==> src/uart_hub_config.svh <==
// UART receive hub configuration
// clock, line rate, frame width, channel count and FIFO depth
// shared by the package and every RTL block of the hub

`ifndef UART_HUB_CONFIG_SVH
`define UART_HUB_CONFIG_SVH

// system clock in Hz
`define UART_HUB_CLK_FREQ 1_600_000

// serial line rate, 16 clocks per bit at the default clock
`define UART_HUB_BAUD_RATE 100_000

// data bits per 8N1 frame
`define UART_HUB_DATA_WIDTH 8

// number of serial receivers sharing the FIFO
`define UART_HUB_NUM_CHAN 2

// FIFO entries, must be a power of two
`define UART_HUB_FIFO_DEPTH 4

`endif
==> src/uart_hub_pkg.sv <==
// UART receive hub types
// receiver FSM states, channel index and the tagged word that
// travels from the arbiter through the FIFO to the host

`include "uart_hub_config.svh"

package uart_hub_pkg;

    typedef enum logic [2:0] {
        RX_IDLE  = 3'd0,
        RX_START = 3'd1,
        RX_DATA  = 3'd2,
        RX_STOP  = 3'd3,
        RX_HOLD  = 3'd4
    } rx_state_e;

    typedef logic [$clog2(`UART_HUB_NUM_CHAN)-1:0] chan_t;

    // channel tag sits above the data byte
    typedef struct packed {
        chan_t                           chan;
        logic [`UART_HUB_DATA_WIDTH-1:0] data;
    } rx_word_t;

endpackage

==> src/rx_fifo.sv <==
// shared receive FIFO of tagged bytes
// circular buffer with pointers one bit wider than the address,
// written by the arbiter and read by the host over valid/ready;
// a write and a read may happen in the same cycle

`timescale 1ns/1ps
`include "uart_hub_config.svh"

module rx_fifo
    import uart_hub_pkg::*;
#(
    parameter int DEPTH = `UART_HUB_FIFO_DEPTH
) (
    input  logic     clk_i,
    input  logic     arstn_i,
    input  logic     wr_valid_i,
    input  rx_word_t wr_word_i,
    output logic     wr_ready_o,
    output logic     m_valid_o,
    output rx_word_t m_word_o,
    input  logic     m_ready_i
);

    localparam int AW = $clog2(DEPTH);

    rx_word_t      mem [DEPTH];
    logic [AW:0]   wr_ptr_q;
    logic [AW:0]   rd_ptr_q;
    logic          full;
    logic          empty;
    logic          do_wr;
    logic          do_rd;

    // same address with opposite wrap bits means every slot is taken
    assign full  = (wr_ptr_q[AW] != rd_ptr_q[AW]) &&
                   (wr_ptr_q[AW-1:0] == rd_ptr_q[AW-1:0]);
    assign empty = (wr_ptr_q == rd_ptr_q);

    assign wr_ready_o = ~full;
    assign m_valid_o  = ~empty;
    assign m_word_o   = mem[rd_ptr_q[AW-1:0]];

    assign do_wr = wr_valid_i & wr_ready_o;
    assign do_rd = m_valid_o & m_ready_i;

    always_ff @(posedge clk_i) begin
        if (do_wr) begin
            mem[wr_ptr_q[AW-1:0]] <= wr_word_i;
        end
    end

    always_ff @(posedge clk_i or negedge arstn_i) begin
        if (!arstn_i) begin
            wr_ptr_q <= '0;
        end else if (do_wr) begin
            wr_ptr_q <= wr_ptr_q + 1'b1;
        end
    end

    always_ff @(posedge clk_i or negedge arstn_i) begin
        if (!arstn_i) begin
            rd_ptr_q <= '0;
        end else if (do_rd) begin
            rd_ptr_q <= rd_ptr_q + 1'b1;
        end
    end

endmodule

==> config.mk <==
export PLATFORM = sky130hd
export DESIGN_NAME = rx_fifo
export DESIGN_NICKNAME = d
export VERILOG_FILES = /design/src/uart_hub_pkg.sv /design/src/rx_fifo.sv
export VERILOG_INCLUDE_DIRS = /design/src
export SDC_FILE = /design/constraint.sdc
export NUM_CORES = 1
export LEC_CHECK = 0
export ABC_AREA = 0
export BUFFER_PORTS_ARGS = -buffer_cell sky130_fd_sc_hd__buf_2
export CORE_MARGIN = 4
export CORE_UTILIZATION = 30
export CTS_BUF_LIST = sky130_fd_sc_hd__clkbuf_8
export DETAILED_ROUTE_END_ITERATION = 7
export SETUP_SLACK_MARGIN = 0.02
export SKIP_LAST_GASP = 1
export SYNTH_ARGS = -nofsm -noshare
export SYNTH_HDL_FRONTEND = slang
export SYNTH_SLANG_ARGS = --single-unit
==> constraint.sdc <==
create_clock -name clk_i -period 1.55 [get_ports clk_i]
set_input_delay 0.0775 -clock clk_i [delete_from_list [all_inputs] [get_ports clk_i]]
set_output_delay 0.0775 -clock clk_i [all_outputs]
set_load 0.005 [all_outputs]
-- Yosys cells after proc, flatten, opt, wreduce, memory -nomap -nowiden
Memory sizes are Yosys's and may differ from the RTL's.
Cells that the tools add are included.
- memories: 1
- input bits: 13
- register bits after elaboration: 6
- RAM bits: 36
- memory list (memory ; words ; width ; read ports ; clocked after Yosys merged registers in ; wr ports ; RTL line ; RTL):
    mem ; 4 ; 9 ; 1 ; 0 ; 1 ; rx_fifo.sv:26 ; rx_word_t mem [DEPTH];
- bitwise gates (word level): 4
- muxes and demuxes: 2
- equality and inequality tests: 3
- reduce and logical (&&, ||, !) cells: 1
- add/subtract/negate cells: 2
- operator list (cell ; count):
    3-bit by 1-bit adder with 3-bit output, second input constant ; 2
    3-bit == test ; 1
    1-bit AND ; 2
    2-bit == test ; 1
    1-bit two-way mux ; 2
    1-bit NOT ; 2
    1-bit logical AND ; 1
    1-bit != test ; 1

-- Depth between registers and ports, before layout
Gate-level depths: netlist (run 1).
- depth after elaboration: 6
- depth in mapped cells: 5
- mapped depth without buffers: 5

-- Worst setup path after synthesis (run 1)
OpenSTA, ideal clock, no wires.
- kind: flip-flop to flip-flop
- from: reg wr_ptr_q[0]
- to: mem mem[0][0] (netlist name), enable pin
- setup time: 283 ps
- buffers on the path: 0
- setup slack: -36 ps
- data required time: 1267 ps
- arrival: 1303 ps
- stages on the path, launching flop included: 4
- clock period less this slack: 1586 ps
- cell sequence: dfrtp_1 xnor2_1 nand3_2 and3_1
- longest elaborated chain between the ends: 6
- RTL lines (element ; RTL line ; RTL):
    from (decl) ; rx_fifo.sv:27 ; logic [AW:0] wr_ptr_q;
    from (signal assigned) ; rx_fifo.sv:56 ; wr_ptr_q <= wr_ptr_q + 1'b1;
    2-bit == test ; rx_fifo.sv:36 ; (wr_ptr_q[AW-1:0] == rd_ptr_q[AW-1:0]);
    1-bit logical AND ; rx_fifo.sv:35 ; assign full = (wr_ptr_q[AW] != rd_ptr_q[AW]) &&
    1-bit NOT ; rx_fifo.sv:39 ; assign wr_ready_o = ~full;
    via wr_ready_o ; rx_fifo.sv:18 ; output logic wr_ready_o,
    1-bit AND ; rx_fifo.sv:43 ; assign do_wr = wr_valid_i & wr_ready_o;
    1-bit two-way mux ; rx_fifo.sv:47 ; if (do_wr) begin
    1-bit two-way mux (implied by the code) ; rx_fifo.sv:48 ; mem[wr_ptr_q[AW-1:0]] <= wr_word_i;
    to (decl) ; rx_fifo.sv:26 ;
The timed path passes the listed nets, and every way through them passes these cells.

==> flow_summary.json, run 1 <==
{
  "setup-tns-final_ns": -0.226,
  "core_area_um2": 5610,
  "maxCapViolations": 0,
  "grt_pass1_wl_mm": 5.52,
  "yosysWarnings": 0,
  "synthCells": 94,
  "finClkSkew_ns": 0.00637,
  "worst_path_largest_cell_delay_ns": 0.52,
  "finalHoldViolations": 0,
  "synth_edf_count": 36,
  "synth_seq_cells": 42,
  "relSlewSlack_pct": 74.9,
  "grt_util_all_layers_pct": 9.95,
  "clk_transition_reported_paths_ns": 0.08,
  "synth_seq_area_share_pct": 69.5,
  "final_area_um2": 2260,
  "yosys.area.top_type": "edfxtp_1",
  "syn-num-nets": 112,
  "fmax_ghz": 0.626,
  "crit_chain": "buf_8 -> mux4_2 -> buf_2",
  "clock_path_buffers": 2,
  "drive_gt1_share_pct": 48.2,
  "synthFlopType": "edfxtp_1",
  "pin_count": 24,
  "initial_core_util_pct": 31.6,
  "netlist_top_cells_area": "edfxtp_1 61%, mux4_2 11%, dfrtp_1 8.5%",
  "antenna_found_initial": 0,
  "die_h_um": 84.9,
  "rsz0062_at_grt": "true",
  "diodes": 0,
  "ys_types": 24,
  "cts_tree": "done",
  "r2r_start": "wr_ptr_q[0]",
  "syn-cell-area_um2": 1770,
  "grt_max_degree": 15,
  "hold_slack_ns": 0.0110,
  "worst-setup-path-type": "flop to output port",
  "p_leak_uw": 0.000836,
  "wire_per_inst_um": 16.0,
  "timing.final.crit_share_pct": 103,
  "violations": "negative setup slack",
  "hp-class": "input pin to flop",
  "endpoint_kind": "output port",
  "worst_slew_pin_slew_ns": 0.372,
  "yosysMostFrequentCell": "edfxtp_1",
  "areaGrowthSynthToFinish_pct": 27.4,
  "grt-ovfl-total": 0,
  "peakVddDrop_v": 0.000978,
  "grt_pass1_vias": 1111,
  "cts_htree_levels": 2,
  "vias": 999,
  "hp-start": "wr_word_i[3]",
  "setup_violations": 9,
  "drt_pass1_iterations": 4,
  "clk_latency_ns": 0.29,
  "ys_top_cells_by_count": "36 x edfxtp_1, 9 x mux4_2, 6 x dfrtp_1, 5 x ha_1, 5 x xnor2_1",
  "viasPerCell": 4.73,
  "place_ws_ns": -0.0415,
  "die_w_um": 84.9,
  "cp_max_fo": 8,
  "postRouteWirelength_mm": 3.39,
  "initialDrtViolationCount": 45,
  "async_flop_share_pct": 14.3,
  "rows": 27,
  "slowest_stage": "mux4_2",
  "crit_arrival_ns": 1.52,
  "post-dp-hpwl_mm": 2.44,
  "finalNetCount": 156,
  "drc": 0,
  "port_buffers": 23,
  "required_ns": 1.47,
  "cts.sinks": 42,
  "place_area_um2": 2080,
  "startpoint": "rd_ptr_q[0]",
  "synth_top_area_share_pct": 61.0,
  "gp_congestion": 0.794,
  "ant_nets": 0,
  "die_area_um2": 7200,
  "setup_slack_ns": -0.0466,
  "crit_path_start_kind": "flop",
  "avgSynthCellArea_um2": 18.8,
  "power_uw": 4460,
  "cellPowerDensity_nw_per_um2": 1970,
  "layout_min_cycle_time_ns": 1.60,
  "maxSlewViolCount": 0,
  "cts_buffers": 5,
  "status": "complete, but fails checks",
  "cts_root_buf": "clkbuf_8"
}
routing by layer:
metal	wire, um	vias to the layer above	share of wire, %	track usage [%]
met5	0	-	0	0
met4	32	0	0.95	3.02
met3	201	4	5.9	3.50
met2	1730	30	51	17.6
met1	1430	508	42	11.3
li1	-	457	-	-
stage by stage:
stage	cells	util, %
finish	211	40.2
CTS	210	39.2
detailed placement	200	37.1
floorplan	94	-
global placement	200	37.1
global route	211	40.2
sequential cells by signal, indices dropped and copies added (netlist names):
| name | count |
|---|---|
| mem | 36 |
| rd_ptr_q | 3 |
| wr_ptr_q | 3 |
cells in the final DEF (no fill, tap or decap), types with 2 or more instances in the layout:
cell and instances:
xor2_1 2, nand2b_1 2, a211oi_1 2, buf_6 4, clkbuf_8 5, dfrtp_1 5, ha_1 5, buf_4 12
inv_1 4, xnor2_2 2, nand2_1 2, a21oi_1 4, xor2_2 2, o31ai_1 3, edfxtp_1 36, and3_2 3
mux4_2 9, buf_2 22, xnor2_1 2
cell families (layout without fill, tap and decap cells):
group | Yosys count | in the layout | share of synthesized area, %
AO/OA/AOI/OAI | 13 | 13 | 5.51
flip-flops | 42 | 42 | 69.5
buffers and inverters | 6 | 51 | 1.55
XOR/XNOR | 9 | 9 | 4.87
multiplexers | 10 | 10 | 12.0
adder cells (fa/ha/maj) | 5 | 5 | 3.53
AND/OR/NAND/NOR | 9 | 9 | 3.04
final timing paths:
path,endpoint,slack [ns],depth (start not counted)
min reg2reg,rd_ptr_q[2],0.65,2
max,m_word_o[5],-0.05,3
min in group asynchronous,wr_ptr_q[1],0.14,2
min,mem[2][3],0.01,1
max in group asynchronous,wr_ptr_q[0],1.24,2
max reg2reg,mem[3][5],0.05,5
worst max-delay path: cells and delay by family (launching register included):
kind	cells	cell delay [ns]
buf+inv	2	0.31
flops	1	0.40
mux	1	0.52
layout make-up:
| cell class | instances | area [um^2] |
|---|---|---|
| Clock inverter | 3 | 17.5 |
| Tap cell | 72 | 90.1 |
| Fill cell | 543 | 3350 |
| Clock buffer | 5 | 68.8 |
| Timing Repair Buffer | 40 | 270 |
| Multi-Input combinational cell | 46 | 567 |
| Sequential cell | 42 | 1230 |
| Inverter | 3 | 11.3 |
power breakdown:
part | internal, uW | total, uW | switching, uW
Combinational | 1100 | 2100 | 1000
Sequential | 1530 | 1680 | 153
Clock | 311 | 672 | 361
timing repair:
item | 4_1_cts | 5_1_grt
hold endpoints to repair | 6 | 0
setup endpoints to repair | 37 | 23
gates resized for setup | 5 | 9
setup buffers | 1 | 1
hold buffers | 1 | 0
pin swaps | 0 | 3
No activity file was read; power rests on OpenSTA's default activity.
==> run 2: changes to the inputs <==
SETUP_SLACK_MARGIN = 0.4   (was 0.02)
==> flow_summary.json, run 2 (same netlist as run 1, synthesis figures left out) <==
{
  "maxCapViolations": 0,
  "port_buffers": 23,
  "grt_pass1_wl_mm": 5.61,
  "cts_tree": "done",
  "clk_transition_reported_paths_ns": 0.08,
  "gp_congestion": 0.842,
  "hp-class": "input pin to flop",
  "diodes": 0,
  "die_h_um": 84.9,
  "clock_path_buffers": 2,
  "final_cell_mix": "36 x edfxtp_1, 23 x buf_2, 13 x buf_4, 9 x mux4_2",
  "viasPerCell": 4.62,
  "initial_core_util_pct": 31.6,
  "fmax_ghz": 0.633,
  "crit_family": "multiplexers",
  "ant_nets": 0,
  "postRouteWirelength_mm": 3.55,
  "wire_per_inst_um": 16.1,
  "grt_util_all_layers_pct": 10.3,
  "cellPowerDensity_nw_per_um2": 2070,
  "p_leak_uw": 0.000903,
  "largest_reg_flops": 36,
  "areaGrowthSynthToFinish_pct": 41.4,
  "startpoint": "rd_ptr_q[0]",
  "worst_slew_pin_slew_ns": 0.423,
  "vias": 1022,
  "cp_max_fo": 5,
  "drt_pass1_iterations": 4,
  "cts_buffers": 5,
  "finClkSkew_ns": 0.00286,
  "maxSlewViolCount": 0,
  "setup_slack_ns": -0.0287,
  "hp-start": "wr_word_i[8]",
  "finalHoldViolations": 0,
  "antenna_found_initial": 0,
  "worst_path_largest_cell_delay_ns": 0.50,
  "finalNetCount": 166,
  "layout_commonest_cell": "edfxtp_1",
  "timing.final.crit_share_pct": 102,
  "r2r_start": "rd_ptr_q[0]",
  "crit_path_start_kind": "flop",
  "fin_util_pct": 44.7,
  "rsz0062_at_grt": "true",
  "die_w_um": 84.9,
  "endpoint_kind": "output port",
  "cts_htree_levels": 2,
  "peakVddDrop_v": 0.00134,
  "post-dp-hpwl_mm": 2.28,
  "pin_count": 24,
  "die_area_um2": 7200,
  "place_inst": 194,
  "cts_root_buf": "clkbuf_8",
  "required_ns": 1.47,
  "cts.sinks": 42,
  "drc": 0,
  "status": "complete, but fails checks",
  "setup-tns-final_ns": -0.194,
  "grt-ovfl-total": 0,
  "worst-setup-path-type": "flop to output port",
  "clk_latency_ns": 0.28,
  "setup_violations": 20,
  "power_uw": 5200,
  "initialDrtViolationCount": 41,
  "rows": 27,
  "drive_gt1_share_pct": 60.4,
  "core_area_um2": 5610,
  "grt_max_degree": 15,
  "violations": "negative setup slack",
  "relSlewSlack_pct": 71.7,
  "slowest_stage": "mux4_2",
  "crit_arrival_ns": 1.50,
  "crit_chain": "buf_12 -> mux4_2 -> buf_2",
  "layout_min_cycle_time_ns": 1.58,
  "instances_no_fill": 221,
  "cp_num_buf_inv": 2,
  "grt_pass1_vias": 1094
}
run 2: cell count changes in the layout (fill, tap and decap cells not counted), sizes merged:
cell         before  now
and3              3    4
buf              39   44
clkinvlp          0    1
dlygate4sd3       1    5
inv               4    3
run 2: per-stage QoR:
stage                     cell area (um^2)  setup slack, ns  hold WS [ns]
final                                 2500          -0.0287        0.0114
after floorplan                       1870            0.226        -0.218
after global placement                2130            0.133       -0.0918
after detailed placement              2130           0.0473       -0.0861
after global routing                  2500           -0.106      0.000875
after CTS                             2410          -0.0325       0.00175
run 2: power breakdown:
group | switching [uW] | total, uW | internal (uW)
logic | 1260 | 2760 | 1500
registers | 222 | 1760 | 1540
clock network | 362 | 678 | 316
run 2: final timing paths:
check	endpoint	slack (ns)	cells past startpoint
min in group asynchronous	wr_ptr_q[0]	0.14	2
max	m_word_o[5]	-0.03	3
min reg2reg	rd_ptr_q[2]	0.60	1
max reg2reg	mem[3][4]	-0.01	5
max in group asynchronous	wr_ptr_q[2]	1.24	2
min	mem[3][8]	0.01	1
run 2: final cells by class:
class / count / area, um^2
Sequential cell: 42 / 1240
Inverter: 3 / 11.3
Clock buffer: 5 / 68.8
Tap cell: 72 / 90.1
Multi-Input combinational cell: 47 / 704
Clock inverter: 3 / 21.3
Fill cell: 533 / 3100
Timing Repair Buffer: 49 / 370
run 2: repair_timing:
item                                    CTS  global route
endpoints found under the setup margin   53            53
endpoints found under the hold margin    18             4
pin swaps                                 9             3
hold buffers                              4             1
gates resized for setup                  13            12
setup buffers                            10             3
cloned                                    1             0
run 2: layer usage:
layer	track usage, %	vias to the layer above	share of wire [%]
met2	17.2	23	51
met3	3.50	2	5.1
met4	3.02	0	0.25
li1	-	483	-
met1	12.7	514	44
met5	0	-	0
