<file path="config.mk">
export PLATFORM = sky130hd
export DESIGN_NAME = uart_rx
export DESIGN_NICKNAME = d
export VERILOG_FILES = /design/src/uart_hub_pkg.sv /design/src/uart_rx.sv
export VERILOG_INCLUDE_DIRS = /design/src
export SDC_FILE = /design/constraint.sdc
export NUM_CORES = 1
export LEC_CHECK = 0
export BUFFER_PORTS_ARGS = -buffer_cell sky130_fd_sc_hd__buf_2
export CAP_MARGIN = 25
export CORE_AREA = 4 4 55 57
export CTS_CLUSTER_DIAMETER = 100
export DETAILED_ROUTE_END_ITERATION = 10
export DIE_AREA = 0 0 59 61
export GPL_ROUTABILITY_DRIVEN = 0
export PLACE_DENSITY = 0.73
export SKIP_CTS_REPAIR_TIMING = 1
export SYNTH_ARGS = -nofsm -noshare
export SYNTH_HDL_FRONTEND = slang
export SYNTH_SLANG_ARGS = --single-unit
</file>
<file path="constraint.sdc">
create_clock -name clk_i -period 2.4 [get_ports clk_i]
set_clock_uncertainty 0.2 [all_clocks]
set_input_delay 0.24 -clock clk_i [delete_from_list [all_inputs] [get_ports clk_i]]
set_output_delay 0.24 -clock clk_i [all_outputs]
set_load 0.005 [all_outputs]
</file>
<file path="src/uart_hub_config.svh">
// UART receive hub configuration
// clock, line rate, frame width, channel count and FIFO depth
// shared by the package and every RTL block of the hub

`ifndef UART_HUB_CONFIG_SVH
`define UART_HUB_CONFIG_SVH

// system clock in Hz
`define UART_HUB_CLK_FREQ 1_600_000

// serial line rate, 16 clocks per bit at the default clock
`define UART_HUB_BAUD_RATE 100_000

// data bits per 8N1 frame
`define UART_HUB_DATA_WIDTH 8

// number of serial receivers sharing the FIFO
`define UART_HUB_NUM_CHAN 2

// FIFO entries, must be a power of two
`define UART_HUB_FIFO_DEPTH 4

`endif
</file>
<file path="src/uart_hub_pkg.sv">
// UART receive hub types
// receiver FSM states, channel index and the tagged word that
// travels from the arbiter through the FIFO to the host

`include "uart_hub_config.svh"

package uart_hub_pkg;

    typedef enum logic [2:0] {
        RX_IDLE  = 3'd0,
        RX_START = 3'd1,
        RX_DATA  = 3'd2,
        RX_STOP  = 3'd3,
        RX_HOLD  = 3'd4
    } rx_state_e;

    typedef logic [$clog2(`UART_HUB_NUM_CHAN)-1:0] chan_t;

    // channel tag sits above the data byte
    typedef struct packed {
        chan_t                           chan;
        logic [`UART_HUB_DATA_WIDTH-1:0] data;
    } rx_word_t;

endpackage

</file>
<file path="src/uart_rx.sv">
// UART serial receiver, 8N1
// oversamples the line with a baud counter, checks start and stop bits
// and holds each good byte in its output register until the valid/ready
// transfer; pulses frame_err_o on a low stop bit and ovr_o when a new
// start edge arrives while a byte is still held

`timescale 1ns/1ps
`include "uart_hub_config.svh"

module uart_rx
    import uart_hub_pkg::*;
#(
    parameter int CLK_FREQ  = `UART_HUB_CLK_FREQ,
    parameter int BAUD_RATE = `UART_HUB_BAUD_RATE
) (
    input  logic                            clk_i,
    input  logic                            arstn_i,
    input  logic                            rx_i,
    output logic                            rx_valid_o,
    output logic [`UART_HUB_DATA_WIDTH-1:0] rx_data_o,
    input  logic                            rx_ready_i,
    output logic                            frame_err_o,
    output logic                            ovr_o
);

    localparam int RATIO = CLK_FREQ / BAUD_RATE;
    localparam int CNT_W = $clog2(RATIO);
    localparam int DW    = `UART_HUB_DATA_WIDTH;
    localparam int BIT_W = $clog2(DW);

    rx_state_e        state_q;
    logic             rx_meta_q;
    logic             rx_sync_q;
    logic             rx_prev_q;
    logic [CNT_W-1:0] baud_cnt_q;
    logic [BIT_W-1:0] bit_cnt_q;
    logic [DW-1:0]    shift_q;
    logic             fall;
    logic             baud_done;
    logic             take;

    // the idle line is high, so the synchronizer resets to one
    always_ff @(posedge clk_i or negedge arstn_i) begin
        if (!arstn_i) begin
            rx_meta_q <= 1'b1;
            rx_sync_q <= 1'b1;
            rx_prev_q <= 1'b1;
        end else begin
            rx_meta_q <= rx_i;
            rx_sync_q <= rx_meta_q;
            rx_prev_q <= rx_sync_q;
        end
    end

    assign fall       = rx_prev_q & ~rx_sync_q;
    assign rx_valid_o = (state_q == RX_HOLD);
    assign take       = rx_valid_o & rx_ready_i;

    // half a bit in start lands every later sample on a bit midpoint
    assign baud_done = (state_q == RX_START) ? (baud_cnt_q == CNT_W'(RATIO / 2 - 1))
                                             : (baud_cnt_q == CNT_W'(RATIO - 1));

    always_ff @(posedge clk_i or negedge arstn_i) begin
        if (!arstn_i) begin
            baud_cnt_q <= '0;
        end else if (baud_done || state_q == RX_IDLE || state_q == RX_HOLD) begin
            baud_cnt_q <= '0;
        end else begin
            baud_cnt_q <= baud_cnt_q + 1'b1;
        end
    end

    always_ff @(posedge clk_i or negedge arstn_i) begin
        if (!arstn_i) begin
            state_q     <= RX_IDLE;
            bit_cnt_q   <= '0;
            frame_err_o <= 1'b0;
            ovr_o       <= 1'b0;
        end else begin
            frame_err_o <= 1'b0;
            ovr_o       <= 1'b0;
            case (state_q)
                RX_IDLE: begin
                    if (fall) begin
                        state_q <= RX_START;
                    end
                end
                RX_START: begin
                    bit_cnt_q <= '0;
                    if (baud_done) begin
                        state_q <= rx_sync_q ? RX_IDLE : RX_DATA;
                    end
                end
                RX_DATA: begin
                    if (baud_done) begin
                        bit_cnt_q <= bit_cnt_q + 1'b1;
                        if (bit_cnt_q == BIT_W'(DW - 1)) begin
                            state_q <= RX_STOP;
                        end
                    end
                end
                RX_STOP: begin
                    if (baud_done) begin
                        state_q     <= rx_sync_q ? RX_HOLD : RX_IDLE;
                        frame_err_o <= ~rx_sync_q;
                    end
                end
                RX_HOLD: begin
                    // a start edge on the transfer cycle is still caught
                    if (take) begin
                        state_q <= fall ? RX_START : RX_IDLE;
                    end else if (fall) begin
                        ovr_o <= 1'b1;
                    end
                end
                default: state_q <= RX_IDLE;
            endcase
        end
    end

    // data bits arrive lsb first and shift in from the top
    always_ff @(posedge clk_i) begin
        if (state_q == RX_DATA && baud_done) begin
            shift_q <= {rx_sync_q, shift_q[DW-1:1]};
        end
        if (state_q == RX_STOP && baud_done && rx_sync_q) begin
            rx_data_o <= shift_q;
        end
    end

endmodule

</file>
-- Yosys cells after proc, flatten, opt, wreduce, memory -nomap -nowiden
Index checks and enable logic that the tools add are counted.
- register bits: 31
- output and inout bits: 11
- $add $sub $neg: 2
- equality and inequality tests: 13
- muxes and demuxes: 19
- bitwise gates (word level): 3
- reductions and logical operators: 9
- operators with widths (operator ; number):
    2-to-1 mux 3 bit ; 8
    case mux 3 bit (5 select lines) ; 1
    != test 2 bit (second input constant) ; 5
    2-to-1 mux 1 bit ; 7
    == test 3 x 2 -> 1 bit (second input constant) ; 2
    == test 3 bit (second input constant) ; 2
    case mux 3 bit (2 select lines) ; 1
    AND reduction 6 bit ; 1
    adder 4 x 1 -> 4 bit (second input constant) ; 1
    == test 4 x 3 -> 1 bit (second input constant) ; 1
    == test 4 bit (second input constant) ; 1
    2-to-1 mux 4 bit ; 1
    adder 3 x 1 -> 3 bit (second input constant) ; 1
    == test 3 x 1 -> 1 bit (second input constant) ; 1
    logical AND 1 bit ; 3
    zero test 3 bit ; 1
    AND 1 bit ; 2
    logical OR 1 bit ; 2
    2-to-1 mux 2 bit ; 1
    != test 2 x 1 -> 1 bit (second input constant) ; 1
    AND reduction 2 bit ; 1
    nonzero test 2 bit ; 1
    NOT 1 bit ; 1

-- Depth between registers and ports, before layout
Gate-level depths: netlist (run 1).
- depth after elaboration: 5
- depth in mapped cells: 6

-- Worst setup path after synthesis (run 1)
OpenSTA, ideal clock, no wires.
- kind: register -> register
- start point: register baud_cnt_q[0]
- end point: register shift_q[0] (enable)
- data arrival time: 1.528 ns
- required time: 1.805 ns
- path slack: 0.277 ns
- cell stages (with the launch flop): 4
- path buffers: 0
- cell sequence: dfrtp_1 ha_1 nand3_1 nor4_1
- cells in the longest elaborated chain, start to end: 3
- elaborated cells on any way between the ends: 4
- classes of those cells: eq/ne (2); mux (1); reduce/logical (1)
- ends and longest elaborated chain (item ; line ; source):
    from (decl) ; uart_rx.sv:35 ; logic [CNT_W-1:0] baud_cnt_q;
    from (signal assigned) ; uart_rx.sv:69 ; baud_cnt_q <= baud_cnt_q + 1'b1;
    == test 4 bit or == test 4 x 3 -> 1 bit (tied branches) ; uart_rx.sv:61, uart_rx.sv:60 ;
    2-to-1 mux 1 bit (*) ; uart_rx.sv:60 ; assign baud_done = (state_q == RX_START) ? (baud_cnt_q == CNT_W'(RATIO / 2 - 1))
    logical AND 1 bit (*) ; uart_rx.sv:123 ; if (state_q == RX_DATA && baud_done) begin
    to (signal assigned) ; uart_rx.sv:124 ; shift_q <= {rx_sync_q, shift_q[DW-1:1]};
    to (decl) ; uart_rx.sv:37 ; logic [DW-1:0] shift_q;
Every way passes the cells marked *; elsewhere a longest branch is shown, timed or not.
A chain may end at the register's enable or synchronous reset.

-- Worst setup path after layout (run 1)
- start point: register state_q[2]
- end point: register state_q[1]
- cells in the longest elaborated chain, start to end: 4
- elaborated cells on any way between the ends: 15
- classes of those cells: eq/ne (10); mux (2); bitwise (1); reduce/logical (2)
- ends and longest elaborated chain (item ; line ; source):
    from (decl) ; uart_rx.sv:31 ; rx_state_e state_q;
    from (signal assigned) ; uart_rx.sv:91 ; state_q <= rx_sync_q ? RX_IDLE : RX_DATA;
    from (signal assigned) ; uart_rx.sv:104 ; state_q <= rx_sync_q ? RX_HOLD : RX_IDLE;
    from (signal assigned) ; uart_rx.sv:111 ; state_q <= fall ? RX_START : RX_IDLE;
    == test 3 x 1 -> 1 bit or == test 3 bit (tied branches) ; uart_rx.sv:60, uart_rx.sv:82, uart_rx.sv:56 ;
    2-to-1 mux 1 bit or AND 1 bit (tied branches) ; uart_rx.sv:60, uart_rx.sv:57 ;
    != test 2 bit (no source line) or != test 2 x 1 -> 1 bit (tied branches) ; -- ;
    AND reduction 6 bit (no source line) ; -- ;
Several ways; a longest one is shown, not always the timed one.

==> results of run 1 <==
==> metrics by stage <==
step	power, W	area [um2]
floorplan	0.000863	1230
global placement	0.000869	1320
detailed placement	0.000885	1320
CTS	0.00115	1370
global route	0.00123	1390
finish	0.00114	1390
==> worst max path at each step <==
stage / from / endpoint / cells past startpoint
6_report: state_q[2]$_DFFE_PN0P_ / state_q[1]$_DFFE_PN0P_ / 4
5_1_grt: state_q[2]$_DFFE_PN0P_ / state_q[1]$_DFFE_PN0P_ / 4
4_1_cts: baud_cnt_q[0]$_DFF_PN0_ / rx_data_o[2]$_DFFE_PP_ / 4
3_5_place_dp: state_q[2]$_DFFE_PN0P_ / state_q[1]$_DFFE_PN0P_ / 4
3_3_place_gp: state_q[2]$_DFFE_PN0P_ / state_q[0]$_DFFE_PN0P_ / 4
2_1_floorplan: baud_cnt_q[0]$_DFF_PN0_ / shift_q[0]$_DFFE_PP_ / 3
==> per-layer routing <==
metal  GRT usage  vias to the layer above  part of all wire
li1            -                      346                 -
met1       0.151                      349              0.43
met2       0.210                       11              0.52
met3      0.0468                        0             0.044
met4      0.0583                        0                 0
met5           0                        -                 0
==> worst max-delay path: stages, from the launching register on <==
cell	delay (ps)
dfrtp_1	570
nor3b_1	260
or2b_2	360
o211ai_2	90
mux2_1	360
==> registers in the layout, indices dropped and copies added, names as in the netlist <==
name,cells
shift_q,8
bit_cnt_q,3
frame_err_o,1
rx_sync_q,1
baud_cnt_q,4
ovr_o,1
rx_data_o,8
rx_prev_q,1
state_q,3
rx_meta_q,1
==> logic make-up (layout without fill, tap and decap cells) <==
logic type               Yosys count  in the layout  synth area share
AND/OR/NAND/NOR                   22             22             0.104
buffers and inverters              6             30            0.0388
multiplexers                       3              3            0.0265
flip-flops                        31             31             0.701
AO/OA/AOI/OAI                     16             16            0.0847
adder cells (fa/ha/maj)            3              3            0.0306
XOR/XNOR                           2              2            0.0143
==> power by group through the flow <==
stage                     clock network [W]  registers, W  logic (W)
after global routing               0.000316      0.000684   0.000235
after global placement                    0      0.000675   0.000194
after detailed placement                  0      0.000681   0.000204
final                              0.000270      0.000669   0.000205
after CTS                          0.000280      0.000669   0.000205
after floorplan                           0      0.000641   0.000222
==> area by class of cell <==
class / count / share of cell area
Sequential cell: 31 / 0.618
Multi-Input combinational cell: 46 / 0.230
Timing Repair Buffer: 19 / 0.0810
Clock buffer: 7 / 0.0324
Tap cell: 30 / 0.0270
Inverter: 3 / 0.00810
Clock inverter: 1 / 0.00360
==> layout by cell type (no fill, tap or decap), types with 2 or more instances in the layout <==
cell type	instances
a21oi_1	2
a22oi_1	3
dlygate4sd3_1	2
nor2_1	7
nand3_1	2
dfstp_2	3
dfrtp_1	12
nor3b_1	2
o21ai_0	7
and2b_2	2
ha_1	3
and3_1	2
mux2_1	2
clkbuf_4	5
edfxtp_1	16
buf_2	14
buf_4	3
inv_1	3
clkbuf_1	2
==> flow_summary.ini, run 1 <==
[timing]
rsz0062_at_grt = false
worst_pin_slew_ps = 441
period_needed_ps = 1960
finalHoldViolCount = 0
maxSlewHeadroom = 0.703
layout_worst_path_cycle_share = 0.816
hold_ws_ps = 28.7
finalMaxSlewViolations = 0
setup_ws_ps = 441
max_freq_ghz = 0.511
setup_tns_ps = 0
final-setup-viol-count = 0

[clock_network]
clk_latency_ps = 310
root_buffer = clkbuf_4
cts_sinks = 31
clockBufferDepth = 2
tritoncts = built
cts_inserted_buffers = 5
htree_levels = 2
cts.clk_slew.worst_paths_ps = 90

[setup_path]
timing.rr.start = state_q[2]$_DFFE_PN0P_
cp-end-kind = register
path_max_fanout = 12
rrSetupSlack_ps = 440
critPathArrivalTime_ps = 1950
reg2reg_depth = 4
required_ps = 2390
start_kind = register
critical_path_class = register to register
reg2reg_to = state_q[1]$_DFFE_PN0P_

[pwr]
p_clk_frac = 0.236
p_comb_frac = 0.179
p_switching_w = 0.000327
peakVddDrop_mv = 0.728
seq_power_share = 0.585
intPower_w = 0.000817
power_density_mw_per_mm2 = 823
cellLeakagePower_nw = 0.589
swShare = 0.286

[synthesis]
synth_area_per_cell_um2 = 14.8
ys_types = 30
ys_async_sr_fraction = 0.484
ys_top_cells_by_area = edfxtp_1 39%, dfrtp_1 24%, dfstp_2 6.4%
ys.flop_type = edfxtp_1
synth.top_cell.area_share = 0.392
synth.most_common_cell = edfxtp_1
synth-edff-count = 16
ys_top_cells_by_count = 16 x edfxtp_1, 12 x dfrtp_1, 7 x nor2_1, 7 x o21ai_0
syn_nets = 90
synth_top_area_cell = edfxtp_1
yosysWarnings = 0
ys_ff_latch = 31
synth-seq-area-share = 0.701
postSynthCellCount = 83
synth_area_mm2 = 0.00123

[routing]
vias = 706
drtAntennaViolNets = 0
wire_per_inst_um = 14.4
drt_first_pass_iters = 3
via_per_inst = 5.15
first_iter_violations = 13
drt-total-wl_mm = 1.98
post-route-drc-count = 0

[placement]
place_inst = 127
port_buffers = 14
dp_slack_ps = 441
dp_hpwl_mm = 1.44

[final_layout]
area_growth_pct = 13.4
n_antenna_cell = 0
multi_input_area_um2 = 319
final.fill_count = 211
final_cells = 137
layout.nets = 113
postLayoutCoreUtil = 0.561
drive_gt1_frac = 0.280
seqCellArea_um2 = 860

[global_routing]
antenna_found_initial = 0
grt_pass1_vias = 739
grt_use_total = 0.128
grt_max_degree = 16
grt_pass1_wl_mm = 3.25
grt_overflow_total = 0

[worst_hold_path]
min_from = rx_ready_i
hold_class = input pin to register
min_path_cells = 3
hold_path_end = state_q[2]$_DFFE_PN0P_

[floorplanning]
die_area_mm2 = 0.00360
core_area_mm2 = 0.00248
start_util = 0.495
fp.dieW_um = 59
num_io_pins = 15
die_h_um = 61
rows = 18

[run_status]
status = finished, final reports clean

[flow_run]
cap_violations = 0
Power figures use the tool's default switching activity.
==> inputs of run 2 (changes only) <==
- PLACE_DENSITY: 0.73 -> 0.76
- clock period: 2.4 -> 1.8 ns (I/O delays scaled with it)
==> flow_summary.ini, run 2 (synthesized netlist as in run 1, its figures left out) <==
[setup_path]
path_max_fanout = 2
crit_buf_inv = 0
crit_slowest_cell = dfrtp_1
cpPeakStageDelay_ps = 400
start_kind = register
cp-end-kind = register
critical_path_class = register to register
crit_family = flip-flops
worstPathCellList = ha_2 -> ha_2 -> a211oi_2 -> nand2_1 -> o211ai_2 -> mux2_4
critPathArrivalTime_ps = 1780
required_ps = 1820
critPathMostFrequentCell = ha_2

[clock_network]
clk_latency_ps = 330
clockBufferDepth = 2
cts.clk_slew.worst_paths_ps = 90
root_buffer = clkbuf_4
htree_levels = 2
cts_inserted_buffers = 5
tritoncts = built
cts_sinks = 31

[placement]
dp_slack_ps = -31.1
dp_hpwl_mm = 1.53
port_buffers = 14

[pwr]
power.total_w = 0.00169
cellLeakagePower_nw = 0.639
power_density_mw_per_mm2 = 1110
peakVddDrop_mv = 0.775

[final_layout]
n_antenna_cell = 0
multi_input_area_um2 = 382
drive_gt1_frac = 0.453
seqCellArea_um2 = 861
final.fill_count = 200
final_common_cell = edfxtp_1
postLayoutCoreUtil = 0.617
top_regs = rx_data_o: 8 flops, shift_q: 8 flops, baud_cnt_q: 4 flops
layout.nets = 123
final_cell_mix = 16 x edfxtp_1, 14 x buf_2, 13 x buf_4, 11 x dfrtp_1
area_growth_pct = 24.6

[routing]
post-route-drc-count = 0
drtAntennaViolNets = 0
drt_first_pass_iters = 4
drt-total-wl_mm = 2.29
via_per_inst = 5.22
first_iter_violations = 18
vias = 767
wire_per_inst_um = 15.6

[flow_run]
cap_violations = 0

[timing]
maxSlewHeadroom = 0.775
setup_ws_ps = 35.0
final-setup-viol-count = 0
finalHoldViolCount = 0
hold_ws_ps = 16.6
period_needed_ps = 1760
finalMaxSlewViolations = 0
layout_worst_path_cycle_share = 0.981
worst_pin_slew_ps = 338
max_freq_ghz = 0.567

[global_routing]
grt_use_total = 0.140
grt_pass1_vias = 746
grt_overflow_total = 0
grt_max_degree = 16
antenna_found_initial = 0
grt_pass1_wl_mm = 3.53

[floorplanning]
num_io_pins = 15
die_area_mm2 = 0.00360
start_util = 0.495
fp.dieW_um = 59
die_h_um = 61
rows = 18
core_area_mm2 = 0.00248

[worst_hold_path]
hold_class = input pin to register

[run_status]
status = finished, final reports clean
[run 2: changes by cell type in the layout (fill, tap and decap cells not counted), sizes merged]
cell	before	now
buf	17	27
clkbuf	7	6
clkinv	1	2
[run 2: cell type report]
class,count,share of cell area
clock buffer,6,0.0270
clock inverter,2,0.00491
inverter,3,0.00737
multi-input combinational,46,0.250
sequential,31,0.563
tap,30,0.0246
timing repair buffer,29,0.123
[run 2: final timing paths]
check | startpoint | endpoint | slack [ps] | depth (start not counted)
setup / recovery | bit_cnt_q[1]$_DFFE_PN0P_ | state_q[0]$_DFFE_PN0P_ | 40 | 6
max in group asynchronous | arstn_i | rx_sync_q$_DFF_PN1_ | 1040 | 2
setup reg to reg | bit_cnt_q[1]$_DFFE_PN0P_ | state_q[0]$_DFFE_PN0P_ | 40 | 6
min in group asynchronous | arstn_i | bit_cnt_q[1]$_DFFE_PN0P_ | 60 | 2
hold / removal | rx_ready_i | ovr_o$_DFF_PN0_ | 20 | 4
hold reg to reg | rx_meta_q$_DFF_PN1_ | rx_sync_q$_DFF_PN1_ | 170 | 0
[run 2: per-layer routing]
metal | wire (um) | global-route usage | share of wire
met1 | 930 | 0.158 | 0.41
met5 | 0 | 0 | 0
met3 | 120 | 0.0596 | 0.052
met2 | 1190 | 0.226 | 0.52
met4 | 49 | 0.0777 | 0.021
[run 2: metrics by stage]
step / cell area [um2] / instances / TNS [ps]
3_5_place_dp: 1400 / 135 / -137
2_1_floorplan: 1250 / 83 / 0
5_1_grt: 1530 / 147 / -71.5
4_1_cts: 1450 / 143 / -293
6_report: 1530 / 147 / 0
3_3_place_gp: 1400 / 135 / 0
[run 2: tightest hold or removal path, cell delays in order]
cell	delay, ps
buf_2	70
or2b_2	110
buf_4	110
nor3b_1	40
[run 2: report_power, final]
group | leakage (nW) | switching (W) | internal [W]
sequential | 0.335 | 0.0000515 | 0.000802
clock | 0.0273 | 0.000221 | 0.000144
combinational | 0.277 | 0.000235 | 0.000236
